$ cat src/source/cache_ctrl_pkg.sv
package cache_ctrl_pkg;

   typedef logic [2:0]  ctrl_addr_t;
   typedef logic [31:0] cnt_t;

   // Register map
   localparam ctrl_addr_t CTRL_HIT_CNT    = 3'd0;  // Read plus write hits
   localparam ctrl_addr_t CTRL_MISS_CNT   = 3'd1;
   localparam ctrl_addr_t CTRL_READ_HIT   = 3'd2;
   localparam ctrl_addr_t CTRL_READ_MISS  = 3'd3;
   localparam ctrl_addr_t CTRL_WRITE_HIT  = 3'd4;
   localparam ctrl_addr_t CTRL_WRITE_MISS = 3'd5;
   localparam ctrl_addr_t CTRL_CLEAR      = 3'd6;  // Write clears, read gives version
   localparam ctrl_addr_t CTRL_STATUS     = 3'd7;  // Write invalidates

   localparam logic [7:0] CACHE_VERSION = 8'h21;

endpackage

$ cat src/source/cache_pkg.sv
package cache_pkg;

   // Cache geometry
   localparam int ADDR_W  = 12;
   localparam int DATA_W  = 32;
   localparam int INDEX_W = 4;
   localparam int TAG_W   = ADDR_W - INDEX_W;

   localparam int LINES            = 1 << INDEX_W;
   localparam int WB_DEPTH_DEFAULT = 4;

   typedef logic [ADDR_W-1:0]  addr_t;   // Word address
   typedef logic [DATA_W-1:0]  data_t;
   typedef logic [INDEX_W-1:0] index_t;  // Low address bits
   typedef logic [TAG_W-1:0]   tag_t;    // High address bits

   typedef enum logic [1:0] {
      IDLE,
      DRAIN,    // Empty the write buffer before a fill
      FILL,     // Memory read of the missing word
      RESPOND
   } lookup_state_t;

   function automatic index_t addr_index(addr_t addr);
      return addr[INDEX_W-1:0];
   endfunction

   function automatic tag_t addr_tag(addr_t addr);
      return addr[ADDR_W-1:INDEX_W];
   endfunction

endpackage
$ cat src/source/cache_top.sv
module cache_top (
   input  logic              clk_i,
   input  logic              reset,
   input  logic              req_valid,
   output logic              req_ready,
   input  logic              req_ctrl,
   input  cache_pkg::addr_t  req_addr,
   input  logic              req_we,
   input  cache_pkg::data_t  req_wdata,
   output logic              rsp_valid,
   input  logic              rsp_ready,
   output cache_pkg::data_t  rsp_rdata,
   output logic              mem_valid,
   input  logic              mem_ready,
   output logic              mem_we,
   output cache_pkg::addr_t  mem_addr,
   output cache_pkg::data_t  mem_wdata,
   input  cache_pkg::data_t  mem_rdata
);
   import cache_pkg::*;
   import cache_ctrl_pkg::*;

   logic       lk_valid, lk_we, lk_done;
   addr_t      lk_addr;
   data_t      lk_wdata, lk_rdata;
   logic       ctrl_valid, ctrl_we, ctrl_ready;
   ctrl_addr_t ctrl_addr;
   data_t      ctrl_wdata, ctrl_rdata;
   logic       read_hit, read_miss, write_hit, write_miss, invalidate;
   logic       wb_push, wb_full, wb_empty, wb_valid, wb_pop;
   addr_t      wb_push_addr, wb_addr;
   data_t      wb_push_data, wb_data;

   cache_front_stage i_front (
      .clk_i(clk_i), .reset(reset),
      .req_valid(req_valid), .req_ready(req_ready), .req_ctrl(req_ctrl),
      .req_addr(req_addr), .req_we(req_we), .req_wdata(req_wdata),
      .rsp_valid(rsp_valid), .rsp_ready(rsp_ready), .rsp_rdata(rsp_rdata),
      .lk_valid(lk_valid), .lk_addr(lk_addr), .lk_we(lk_we), .lk_wdata(lk_wdata),
      .lk_done(lk_done), .lk_rdata(lk_rdata),
      .ctrl_valid(ctrl_valid), .ctrl_addr(ctrl_addr), .ctrl_we(ctrl_we),
      .ctrl_wdata(ctrl_wdata), .ctrl_ready(ctrl_ready), .ctrl_rdata(ctrl_rdata)
   );

   cache_lookup_stage i_lookup (
      .clk_i(clk_i), .reset(reset),
      .lk_valid(lk_valid), .lk_addr(lk_addr), .lk_we(lk_we), .lk_wdata(lk_wdata),
      .lk_done(lk_done), .lk_rdata(lk_rdata),
      .read_hit(read_hit), .read_miss(read_miss),
      .write_hit(write_hit), .write_miss(write_miss), .invalidate(invalidate),
      .wb_push(wb_push), .wb_push_addr(wb_push_addr), .wb_push_data(wb_push_data),
      .wb_full(wb_full), .wb_valid(wb_valid), .wb_addr(wb_addr), .wb_data(wb_data),
      .wb_pop(wb_pop),
      .mem_valid(mem_valid), .mem_we(mem_we), .mem_addr(mem_addr),
      .mem_wdata(mem_wdata), .mem_ready(mem_ready), .mem_rdata(mem_rdata)
   );

   cache_write_buffer #(.DEPTH(WB_DEPTH_DEFAULT)) i_wbuf (
      .clk_i(clk_i), .reset(reset),
      .wb_push(wb_push), .wb_push_addr(wb_push_addr), .wb_push_data(wb_push_data),
      .wb_valid(wb_valid), .wb_addr(wb_addr), .wb_data(wb_data), .wb_pop(wb_pop),
      .wb_empty(wb_empty), .wb_full(wb_full)
   );

   cache_control i_control (
      .clk_i(clk_i), .reset(reset),
      .ctrl_valid(ctrl_valid), .ctrl_addr(ctrl_addr), .ctrl_we(ctrl_we),
      .ctrl_wdata(ctrl_wdata), .ctrl_ready(ctrl_ready), .ctrl_rdata(ctrl_rdata),
      .read_hit(read_hit), .read_miss(read_miss),
      .write_hit(write_hit), .write_miss(write_miss),
      .wb_empty(wb_empty), .wb_full(wb_full), .invalidate(invalidate)
   );

endmodule

$ cat src/source/cache_control.sv
module cache_control (
   input  logic                        clk_i,
   input  logic                        reset,
   input  logic                        ctrl_valid,
   input  cache_ctrl_pkg::ctrl_addr_t  ctrl_addr,
   input  logic                        ctrl_we,
   input  cache_pkg::data_t            ctrl_wdata,
   output logic                        ctrl_ready,
   output cache_pkg::data_t            ctrl_rdata,
   input  logic                        read_hit,
   input  logic                        read_miss,
   input  logic                        write_hit,
   input  logic                        write_miss,
   input  logic                        wb_empty,
   input  logic                        wb_full,
   output logic                        invalidate
);
   import cache_pkg::*;
   import cache_ctrl_pkg::*;

   cnt_t read_hit_cnt, read_miss_cnt, write_hit_cnt, write_miss_cnt;
   cnt_t hit_cnt, miss_cnt;
   logic clear_q;
   logic ctrl_wr;

   assign hit_cnt  = read_hit_cnt + write_hit_cnt;
   assign miss_cnt = read_miss_cnt + write_miss_cnt;
   assign ctrl_wr  = ctrl_valid && ctrl_we;

   always_ff @(posedge clk_i or posedge reset) begin
      if (reset) begin
         read_hit_cnt   <= '0;
         read_miss_cnt  <= '0;
         write_hit_cnt  <= '0;
         write_miss_cnt <= '0;
         clear_q        <= 1'b0;
         ctrl_ready     <= 1'b0;
         invalidate     <= 1'b0;
      end else begin
         ctrl_ready <= ctrl_valid;  // Answer one cycle after the request
         clear_q    <= ctrl_wr && (ctrl_addr == CTRL_CLEAR);
         invalidate <= ctrl_wr && (ctrl_addr == CTRL_STATUS);
         if (clear_q) begin
            read_hit_cnt   <= '0;
            read_miss_cnt  <= '0;
            write_hit_cnt  <= '0;
            write_miss_cnt <= '0;
         end else begin
            if (read_hit)   read_hit_cnt   <= read_hit_cnt + 1'b1;
            if (read_miss)  read_miss_cnt  <= read_miss_cnt + 1'b1;
            if (write_hit)  write_hit_cnt  <= write_hit_cnt + 1'b1;
            if (write_miss) write_miss_cnt <= write_miss_cnt + 1'b1;
         end
      end
   end

   always_ff @(posedge clk_i) begin
      ctrl_rdata <= '0;
      if (ctrl_valid && !ctrl_we) begin
         case (ctrl_addr)
            CTRL_HIT_CNT:    ctrl_rdata <= hit_cnt;
            CTRL_MISS_CNT:   ctrl_rdata <= miss_cnt;
            CTRL_READ_HIT:   ctrl_rdata <= read_hit_cnt;
            CTRL_READ_MISS:  ctrl_rdata <= read_miss_cnt;
            CTRL_WRITE_HIT:  ctrl_rdata <= write_hit_cnt;
            CTRL_WRITE_MISS: ctrl_rdata <= write_miss_cnt;
            CTRL_CLEAR:      ctrl_rdata <= data_t'(CACHE_VERSION);
            CTRL_STATUS:     ctrl_rdata <= data_t'({wb_full, wb_empty});
            default:         ctrl_rdata <= '0;
         endcase
      end
   end

endmodule

$ cat src/source/cache_lookup_stage.sv
module cache_lookup_stage (
   input  logic              clk_i,
   input  logic              reset,
   input  logic              lk_valid,
   input  cache_pkg::addr_t  lk_addr,
   input  logic              lk_we,
   input  cache_pkg::data_t  lk_wdata,
   output logic              lk_done,
   output cache_pkg::data_t  lk_rdata,
   output logic              read_hit,
   output logic              read_miss,
   output logic              write_hit,
   output logic              write_miss,
   input  logic              invalidate,
   output logic              wb_push,
   output cache_pkg::addr_t  wb_push_addr,
   output cache_pkg::data_t  wb_push_data,
   input  logic              wb_full,
   input  logic              wb_valid,
   input  cache_pkg::addr_t  wb_addr,
   input  cache_pkg::data_t  wb_data,
   output logic              wb_pop,
   output logic              mem_valid,
   output logic              mem_we,
   output cache_pkg::addr_t  mem_addr,
   output cache_pkg::data_t  mem_wdata,
   input  logic              mem_ready,
   input  cache_pkg::data_t  mem_rdata
);
   import cache_pkg::*;

   lookup_state_t    state;
   logic [LINES-1:0] valid_q;
   tag_t             tag_q  [LINES];
   data_t            data_q [LINES];
   addr_t            req_addr_q;
   data_t            req_wdata_q;
   logic             wr_pend;  // Write stalled on a full buffer

   logic  rd_req, lk_hit, wr_hit;
   logic  mem_xfer, issue_wr, issue_rd;
   addr_t wr_addr;
   data_t wr_data;

   assign rd_req = (state == IDLE) && lk_valid && !lk_we;
   assign lk_hit = valid_q[addr_index(lk_addr)] &&
                   (tag_q[addr_index(lk_addr)] == addr_tag(lk_addr));

   assign wr_addr = wr_pend ? req_addr_q : lk_addr;
   assign wr_data = wr_pend ? req_wdata_q : lk_wdata;
   assign wr_hit  = valid_q[addr_index(wr_addr)] &&
                    (tag_q[addr_index(wr_addr)] == addr_tag(wr_addr));

   assign wb_push      = (state == IDLE) && (wr_pend || (lk_valid && lk_we)) && !wb_full;
   assign wb_push_addr = wr_addr;
   assign wb_push_data = wr_data;

   assign mem_xfer = mem_valid && mem_ready;
   assign wb_pop   = mem_xfer && mem_we;
   // Drain in IDLE and DRAIN; the fill read only once the buffer is empty
   assign issue_wr = !mem_valid && wb_valid && (state == IDLE || state == DRAIN);
   assign issue_rd = !mem_valid && !wb_valid && (state == DRAIN);

   always_ff @(posedge clk_i or posedge reset) begin
      if (reset) begin
         state      <= IDLE;
         valid_q    <= '0;
         wr_pend    <= 1'b0;
         lk_done    <= 1'b0;
         read_hit   <= 1'b0;
         read_miss  <= 1'b0;
         write_hit  <= 1'b0;
         write_miss <= 1'b0;
         mem_valid  <= 1'b0;
      end else begin
         lk_done    <= 1'b0;
         read_hit   <= 1'b0;
         read_miss  <= 1'b0;
         write_hit  <= 1'b0;
         write_miss <= 1'b0;
         if (mem_xfer)
            mem_valid <= 1'b0;
         else if (issue_wr || issue_rd)
            mem_valid <= 1'b1;

         case (state)
            IDLE: begin
               if (rd_req) begin
                  if (lk_hit) begin
                     lk_done  <= 1'b1;
                     read_hit <= 1'b1;
                  end else begin
                     read_miss <= 1'b1;
                     state     <= DRAIN;
                  end
               end
               if (wb_push) begin
                  lk_done    <= 1'b1;
                  write_hit  <= wr_hit;
                  write_miss <= !wr_hit;
                  wr_pend    <= 1'b0;
               end else if (lk_valid && lk_we) begin
                  wr_pend <= 1'b1;
               end
            end
            DRAIN:
               if (issue_rd) state <= FILL;
            FILL:
               if (mem_xfer) begin
                  valid_q[addr_index(req_addr_q)] <= 1'b1;
                  state                           <= RESPOND;
               end
            RESPOND: begin
               lk_done <= 1'b1;
               state   <= IDLE;
            end
            default: state <= IDLE;
         endcase

         if (invalidate) valid_q <= '0;  // Only arrives while idle
      end
   end

   always_ff @(posedge clk_i) begin
      if (lk_valid) begin
         req_addr_q  <= lk_addr;
         req_wdata_q <= lk_wdata;
      end
      if (rd_req)
         lk_rdata <= data_q[addr_index(lk_addr)];
      else if (wb_push)
         lk_rdata <= '0;  // Writes answer zero
      else if (state == RESPOND)
         lk_rdata <= data_q[addr_index(req_addr_q)];

      if (wb_push && wr_hit)
         data_q[addr_index(wr_addr)] <= wr_data;
      if (state == FILL && mem_xfer) begin
         data_q[addr_index(req_addr_q)] <= mem_rdata;
         tag_q[addr_index(req_addr_q)]  <= addr_tag(req_addr_q);
      end

      if (issue_wr) begin
         mem_we    <= 1'b1;
         mem_addr  <= wb_addr;
         mem_wdata <= wb_data;
      end else if (issue_rd) begin
         mem_we   <= 1'b0;
         mem_addr <= req_addr_q;
      end
   end

endmodule

$ cat src/source/cache_front_stage.sv
module cache_front_stage (
   input  logic                        clk_i,
   input  logic                        reset,
   input  logic                        req_valid,
   output logic                        req_ready,
   input  logic                        req_ctrl,
   input  cache_pkg::addr_t            req_addr,
   input  logic                        req_we,
   input  cache_pkg::data_t            req_wdata,
   output logic                        rsp_valid,
   input  logic                        rsp_ready,
   output cache_pkg::data_t            rsp_rdata,
   output logic                        lk_valid,
   output cache_pkg::addr_t            lk_addr,
   output logic                        lk_we,
   output cache_pkg::data_t            lk_wdata,
   input  logic                        lk_done,
   input  cache_pkg::data_t            lk_rdata,
   output logic                        ctrl_valid,
   output cache_ctrl_pkg::ctrl_addr_t  ctrl_addr,
   output logic                        ctrl_we,
   output cache_pkg::data_t            ctrl_wdata,
   input  logic                        ctrl_ready,
   input  cache_pkg::data_t            ctrl_rdata
);
   import cache_pkg::*;

   logic  in_flight;
   logic  accept;
   addr_t addr_q;
   logic  we_q;
   data_t wdata_q;

   assign req_ready = !in_flight;  // One request at a time
   assign accept    = req_valid && req_ready;

   assign lk_addr    = addr_q;
   assign lk_we      = we_q;
   assign lk_wdata   = wdata_q;
   assign ctrl_addr  = addr_q[$bits(ctrl_addr)-1:0];
   assign ctrl_we    = we_q;
   assign ctrl_wdata = wdata_q;

   always_ff @(posedge clk_i or posedge reset) begin
      if (reset) begin
         in_flight  <= 1'b0;
         rsp_valid  <= 1'b0;
         lk_valid   <= 1'b0;
         ctrl_valid <= 1'b0;
      end else begin
         lk_valid   <= accept && !req_ctrl;
         ctrl_valid <= accept && req_ctrl;
         if (accept)
            in_flight <= 1'b1;
         else if (rsp_valid && rsp_ready)
            in_flight <= 1'b0;
         if (lk_done || ctrl_ready)
            rsp_valid <= 1'b1;
         else if (rsp_ready)
            rsp_valid <= 1'b0;
      end
   end

   always_ff @(posedge clk_i) begin
      if (accept) begin
         addr_q  <= req_addr;
         we_q    <= req_we;
         wdata_q <= req_wdata;
      end
      if (lk_done || ctrl_ready)
         rsp_rdata <= lk_done ? lk_rdata : ctrl_rdata;
   end

endmodule

$ cat src/source/cache_write_buffer.sv
module cache_write_buffer #(
   parameter int DEPTH = cache_pkg::WB_DEPTH_DEFAULT
) (
   input  logic              clk_i,
   input  logic              reset,
   input  logic              wb_push,
   input  cache_pkg::addr_t  wb_push_addr,
   input  cache_pkg::data_t  wb_push_data,
   output logic              wb_valid,
   output cache_pkg::addr_t  wb_addr,
   output cache_pkg::data_t  wb_data,
   input  logic              wb_pop,
   output logic              wb_empty,
   output logic              wb_full
);
   import cache_pkg::*;

   localparam int PTR_W = $clog2(DEPTH);

   addr_t            addr_mem [DEPTH];
   data_t            data_mem [DEPTH];
   logic [PTR_W-1:0] wr_ptr;
   logic [PTR_W-1:0] rd_ptr;  // Wraps by itself, DEPTH is a power of two
   logic [PTR_W:0]   count;

   assign wb_empty = (count == '0);
   assign wb_full  = (count == (PTR_W+1)'(DEPTH));
   assign wb_valid = !wb_empty;
   assign wb_addr  = addr_mem[rd_ptr];
   assign wb_data  = data_mem[rd_ptr];

   always_ff @(posedge clk_i or posedge reset) begin
      if (reset) begin
         wr_ptr <= '0;
         rd_ptr <= '0;
         count  <= '0;
      end else begin
         if (wb_push)
            wr_ptr <= wr_ptr + 1'b1;
         if (wb_pop)
            rd_ptr <= rd_ptr + 1'b1;
         case ({wb_push, wb_pop})
            2'b10:   count <= count + 1'b1;
            2'b01:   count <= count - 1'b1;
            default: count <= count;  // Both or neither
         endcase
      end
   end

   always_ff @(posedge clk_i) begin
      if (wb_push) begin
         addr_mem[wr_ptr] <= wb_push_addr;
         data_mem[wr_ptr] <= wb_push_data;
      end
   end

endmodule

$ cat config.mk
export PLATFORM = sky130hd
export DESIGN_NAME = cache_top
export DESIGN_NICKNAME = d
export VERILOG_FILES = /design/src/source/cache_ctrl_pkg.sv /design/src/source/cache_pkg.sv /design/src/source/cache_top.sv /design/src/source/cache_control.sv /design/src/source/cache_lookup_stage.sv /design/src/source/cache_front_stage.sv /design/src/source/cache_write_buffer.sv
export SDC_FILE = /design/constraint.sdc
export NUM_CORES = 2
export LEC_CHECK = 0
export ABC_AREA = 1
export ABC_CLOCK_PERIOD_IN_PS = 8000
export BUFFER_PORTS_ARGS = -buffer_cell sky130_fd_sc_hd__clkbuf_2
export CORE_UTILIZATION = 40
export DETAILED_ROUTE_END_ITERATION = 6
export GPL_ROUTABILITY_DRIVEN = 0
export SYNTH_ARGS = -nofsm -noshare
export SYNTH_HDL_FRONTEND = slang
export SYNTH_SLANG_ARGS = --single-unit
$ cat constraint.sdc
create_clock -name clk_i -period 8 [get_ports clk_i]
set_input_delay 1.6 -clock clk_i [delete_from_list [all_inputs] [get_ports clk_i]]
set_output_delay 1.6 -clock clk_i [all_outputs]
set_load 0.005 [all_outputs]
# Word level (Yosys, flattened, before mapping)
# Memories as Yosys holds them, arrays and structs flattened. A register that Yosys moved wholly into a read port is not among the register bits.
# Index checks and enable logic that the tools add are counted.
dict set report totals {
  regBits 365
  mem_bits_rw 816
  output_inout_bits 80
  memories 4
}
# memory depth word_bits rd rd_ports_with_merged_regs wr line_no
set memory_table {}
lappend memory_table {i_lookup.data_q 16 32 2 2 1 cache_lookup_stage.sv:35} ;# data_t data_q [LINES];
lappend memory_table {i_lookup.tag_q 16 8 2 1 1 cache_lookup_stage.sv:34} ;# tag_t tag_q [LINES];
lappend memory_table {i_wbuf.data_mem 4 32 1 1 1 cache_write_buffer.sv:21} ;# data_t data_mem [DEPTH];
lappend memory_table {i_wbuf.addr_mem 4 12 1 0 1 cache_write_buffer.sv:20} ;# addr_t addr_mem [DEPTH];
dict set report classes {
  addsub 10
  magnitude_cmp 4
  n_eq_ne 19
  mux 64
  n_bitwise 1
  n_reduce_logical 55
}
# cell n
set op_table {}
lappend op_table {{32-bit 2-to-1 mux} 14}
lappend op_table {{32-bit one-hot mux with 8 select lines} 1}
lappend op_table {{32-bit by 1-bit adder with 32-bit output, second input constant} 4}
lappend op_table {{32-bit adder} 2}
lappend op_table {{16-bit 2-to-1 mux} 3}
lappend op_table {{12-bit 2-to-1 mux} 3}
lappend op_table {{32-bit OR reduction} 1}
lappend op_table {{1-bit 2-to-1 mux} 29}
lappend op_table {{1-bit logical AND} 24}
lappend op_table {{2-bit nonzero test} 12}
lappend op_table {{8-bit == test} 2}
lappend op_table {{4-bit 2-to-1 mux} 4}
lappend op_table {{16-bit OR} 1}
lappend op_table {{3-bit == test, second input constant} 5}
lappend op_table {{4-bit by 5-bit less-than comparator with 1-bit output, second input constant} 3}
lappend op_table {{1-bit binary-select mux with 4-bit select} 2}
lappend op_table {{2-bit 2-to-1 mux} 4}
lappend op_table {{2-bit one-hot mux with 4 select lines} 1}
lappend op_table {{1-bit logical NOT} 7}
lappend op_table {{2-bit == test, second input constant} 3}
lappend op_table {{3-bit by 2-bit == test with 1-bit output, second input constant} 2}
lappend op_table {{3-bit logical NOT} 2}
lappend op_table {{2-bit by 1-bit inequality test with 1-bit output, second input constant} 3}
lappend op_table {{3-bit one-hot mux with 2 select lines} 1}
lappend op_table {{14 further kinds} 20}

# Longest topological paths before layout
dict set report logic_depth {
  word_depth 8
  mapped_depth 18
}

# By module
# A second synthesis with hierarchy kept.
dict set report unflattened {
  cells_unflattened 7065
  area_unflattened_um2 63409.6
}
# module n_inst cells_per_inst area_per_inst_um2 seq_area_each_um2
set by_module_without_submodules {}
lappend by_module_without_submodules {cache_lookup_stage 1 3894 38214.2 23547.6}
lappend by_module_without_submodules {cache_control 1 2373 14371.3 3918.8}
lappend by_module_without_submodules {cache_write_buffer 1 564 7499.7 5460.2}
lappend by_module_without_submodules {cache_front_stage 1 234 3324.4 2412.3}

# Worst setup path before layout
# Ideal clock, no wire load.
dict set report synth_path {
  kind {input to register}
  start {input port mem_ready}
  end {memory i_lookup.data_q[0][0] (netlist bit) (enable)}
  setup_time_ns 0.432
  arrival_time_ns 4.236
  required_ns 7.568
  slack_ns 3.332
  cell_stages 9
  n_path_buf 1
  cell_sequence {nand2_1 nor2_1 inv_1 clkbuf_1 a21oi_1 inv_1 nor2_1 nand2_1 a21oi_1}
}
dict set report synth_via {
  elab_chain_cells 6
  elab_cells_between_ends 7
  classes_between {mux (4); reduce/logical (3)}
}
# element line_no
set synth_rtl {}
lappend synth_rtl {{start: declaration} cache_top.sv:14} ;# input logic mem_ready,
lappend synth_rtl {{1-bit logical AND *} cache_lookup_stage.sv:58} ;# assign mem_xfer = mem_valid && mem_ready;
lappend synth_rtl {{1-bit logical AND *} cache_lookup_stage.sv:138} ;# if (state == FILL && mem_xfer) begin
lappend synth_rtl {{1-bit 2-to-1 mux *} cache_lookup_stage.sv:138}
lappend synth_rtl {{1-bit 2-to-1 mux (implied by the code) *} cache_lookup_stage.sv:139} ;# data_q[addr_index(req_addr_q)] <= mem_rdata;
lappend synth_rtl {{32-bit OR reduction (no line)} --}
lappend synth_rtl {{4-bit 2-to-1 mux (no line) or 1-bit 2-to-1 mux (tied branches)} --}
lappend synth_rtl {{end: declaration} cache_lookup_stage.sv:35}
# Mark *: on every way between the ends. The rest lies on a longest branch, timed or not.

# Final worst setup path
dict set report layout_path {
  start {register i_lookup.wr_pend}
  end {memory i_lookup.data_q[10][30] (netlist bit) (enable)}
}
dict set report layout_via {
  elab_chain_cells 8
  elab_cells_between_ends 14
  classes_between {eq/ne (1); mux (7); reduce/logical (5); memory (1)}
}
# element line_no
set layout_rtl {}
lappend layout_rtl {{start: declaration} cache_lookup_stage.sv:38} ;# logic wr_pend;
lappend layout_rtl {{start signal: assignment} cache_lookup_stage.sv:68} ;# wr_pend <= 1'b0;
lappend layout_rtl {{start signal: assignment} cache_lookup_stage.sv:101} ;# wr_pend <= 1'b0;
lappend layout_rtl {{start signal: assignment} cache_lookup_stage.sv:103} ;# wr_pend <= 1'b1;
lappend layout_rtl {{12-bit 2-to-1 mux} cache_lookup_stage.sv:49} ;# assign wr_addr = wr_pend ? req_addr_q : lk_addr;
lappend layout_rtl {{memory 16 x 8 bit or 1-bit binary-select mux with 4-bit select (tied branches)} --}
lappend layout_rtl {{8-bit == test or 1-bit 2-to-1 mux (tied branches)} {cache_lookup_stage.sv:52, cache_lookup_stage.sv:51}}
lappend layout_rtl {{1-bit logical AND} cache_lookup_stage.sv:51} ;# assign wr_hit = valid_q[addr_index(wr_addr)] &&
lappend layout_rtl {{1-bit logical AND} cache_lookup_stage.sv:136} ;# if (wb_push && wr_hit)
lappend layout_rtl {{1-bit 2-to-1 mux} cache_lookup_stage.sv:136}
lappend layout_rtl {{1-bit 2-to-1 mux (implied by the code)} cache_lookup_stage.sv:137} ;# data_q[addr_index(wr_addr)] <= wr_data;
lappend layout_rtl {{1-bit 2-to-1 mux (no line)} --}
# Several ways; a longest one is shown, not always the timed one. The select of a mux whose other input is x is not followed.

==> metrics.cfg <==
[setup_path]
crit_path_max_incr_delay_ns=1.37
path_cells=buf_4 > nand2_2 > nand2_4 > nand2_1 > nand3_1 > nand3_1 > nand3_1 > nand2_1 > nand2_1 > nand2_1 > nor2_1 > nand2_1 > nor2_2 > nand3_2 > a21oi_4 > buf_4
cp.arrival_ns=6.73
cp.required_ns=8.47
cpMostUsedCell=nand2_1
worstPathMaxFanout=101
slowest_stage=a21oi_4
path_buf_inv=2
critPathKind=reg -> reg
cp-start-kind=flop
cp_top_family=simple AND/OR/NAND/NOR gates
endpoint_kind=flop

[sta]
slew_violations=0
fin_skew_ns=0.0320
relSlewSlack=0.105
fin_hold_ws_ns=0.463
setup_tns_ns=0
max_freq_mhz=160
worstMarginPinSlew_ns=1.34
min_period_ns=6.25
finalHoldViolations=0
setup_violations=0
finalCritPeriodShare=0.781
rsz0062_at_grt=false

[global_routing]
grtUsageTotal=0.257
grt-ovfl-total=0
grt_max_degree=228
grt_pass1_vias=47000
antenna_found_initial=6
grt_pass1_wl_um=295000

[logic_synthesis]
synth.yosys.seq_area_share=0.585
netlist.area_leader.share=0.502
synth.area.top_cells=edfxtp_1 (50%), nand2_1 (7.4%), dfrtp_1 (6.9%)
yosysUniqueCellTypes=59
ys_ff_latch=1221
syn_area_per_cell_um2=9.35
synth_area_mm2=0.0606
synth_edf_count=1013
yosys.area.top_type=edfxtp_1
syn_inst=6481
postSynth.asyncResetShare=0.137
synth-main-ff-cell=edfxtp_1
synth_warnings=0
syn_nets=6642

[status]
status=complete, no violations

[final_layout]
final_common_cell=nand2_1
regArea_mm2=0.0354
multi_input_area_mm2=0.0215
n_fill_cell=14100
finalNetCount=6675
final_cell_mix=nand2_1 (1188), edfxtp_1 (1013), o21ai_0 (689)
syn_to_final_growth_pct=12.0
drive_above_1_share=0.0843
diodes=0

[route]
avgRoutedWirePerCell_um=23.1
drt_first_pass_iters=6
drt_wl_total_um=199000
drc=0
avgViaCountPerCell=5.77
ant_nets=0
via_count=49800
drt_iter0_drc=5812

[floorplan]
die_h_um=391
start_util=0.404
die-width_um=391
core_mm2=0.150
io_pins=163
num_rows=142
die_area_mm2=0.153

[cts]
root_buffer=clkbuf_16
cts_setup_buffers=0
cts_sinks=1221
clk_transition_reported_paths_ns=0.06
cts_buffers=135
ctsLongestPathBuffers=3
cts_hold_buffers=0
h-tree-depth=4
cts_tree=done
cts.repair.resized=0
clock_latency_ns=0.79

[pwr]
swShare=0.350
powerDensity_mw_per_mm2=285
p_comb_frac=0.261
share_seq_of_total_power=0.426
p_int_mw=12.6
p_switching_mw=6.77
peakVddDrop_uv=229
p_leak_nw=25.5
p_clk_frac=0.313

[worst_hold_path]
hold_path.class=reg -> reg

[job]
maxCapViolations=0

[placed_design]
hpwl_um=128000
io_buffers=162

## state kept, by name, summed over array words and instances, names as in the netlist, 48 cells and up, named ones only
signal           flops
i_wbuf.addr_mem     48
i_lookup.data_q    512
i_wbuf.data_mem    128
i_lookup.tag_q     128
## worst paths after layout
path / startpoint / end / slack [ns] / depth (start not counted)
max in group asynchronous: reset / i_control.write_miss_cnt[28] / 6.05 / 3
worst max-delay path: i_lookup.wr_pend / i_lookup.data_q[10][30] / 1.75 / 16
worst min register to register: i_front.ctrl_wdata[29] / i_lookup.req_wdata_q[29] / 0.46 / 0
min in group asynchronous: reset / i_control.ctrl_ready / 0.77 / 2
worst min-delay path: i_front.ctrl_wdata[29] / i_lookup.req_wdata_q[29] / 0.46 / 0
worst max register to register: i_lookup.wr_pend / i_lookup.data_q[10][30] / 1.75 / 16
## Yosys cell counts, drive strengths merged (3+ instances only)
cell type and instances:
or2 11, nand2 1192, xor2 22, o2111ai 5
o31ai 34, a21o 12, nor3 79, nand3b 11
o221ai 4, dfxtp 41, a22oi 5, a21boi 3
o22ai 72, clkinv 8, fa 3, a21oi 565
a211oi 11, nor4 32, clkbuf 264, nor2 485
edfxtp 1013, buf 107, o21bai 3, dfrtp 167
xnor2 7, ha 75, o21a 15, a221oi 26
o211ai 234, nand3 539, o21ai 695, a31oi 53
nand4 41, a41oi 3, inv 632
## area by class of cell
type / count / share of cell area
repair buffers: 267 / 0.0247
clock buffers: 174 / 0.0538
flip-flops and latches: 1221 / 0.522
clock inverters: 70 / 0.00881
inverters: 640 / 0.0356
well taps: 2016 / 0.0372
multi-input cells: 4249 / 0.318
## through the flow
stage	setup WS (ns)	instance area [um^2]	util	power [mW]	std cells
after floorplan	1.88	60600	-	11.3	6481
after global placement	1.93	63600	0.424	13.3	8393
after detailed placement	1.83	63600	0.424	13.4	8393
after CTS	1.83	67900	0.452	19.4	8637
after global routing	1.43	67900	0.452	20.1	8637
final	1.75	67900	0.452	19.3	8637
## cell families (layout without fill, tap and decap cells)
family                   count (synthesis)  count (layout)  synth area share
AND/OR/NAND/NOR                       2398            2398             0.167
adder cells (fa/ha/maj)                 78              78            0.0165
flip-flops                            1221            1221             0.585
XOR/XNOR                                29              29           0.00419
AO/OA/AOI/OAI                         1744            1744             0.163
buffers and inverters                 1011            1151            0.0649
## routing by layer
| layer | wire (um) | vias to the layer above | GRT usage |
|---|---|---|---|
| met5 | 23 | - | 0 |
| met4 | 9120 | 4 | 0.120 |
| met3 | 15600 | 474 | 0.0376 |
| met2 | 92700 | 2340 | 0.414 |
| met1 | 81800 | 24100 | 0.340 |
| li1 | - | 22900 | - |
## power by group through the flow
stage               registers (mW)  logic [mW]  clock network, mW
finish                        8.24        5.06               6.06
global route                  8.28        5.49               6.36
CTS                           8.24        5.02               6.14
detailed placement            8.35        5.00                  0
global placement              8.36        4.94                  0
floorplan                     8.14        3.15                  0
(Power assumes the default switching activity.)
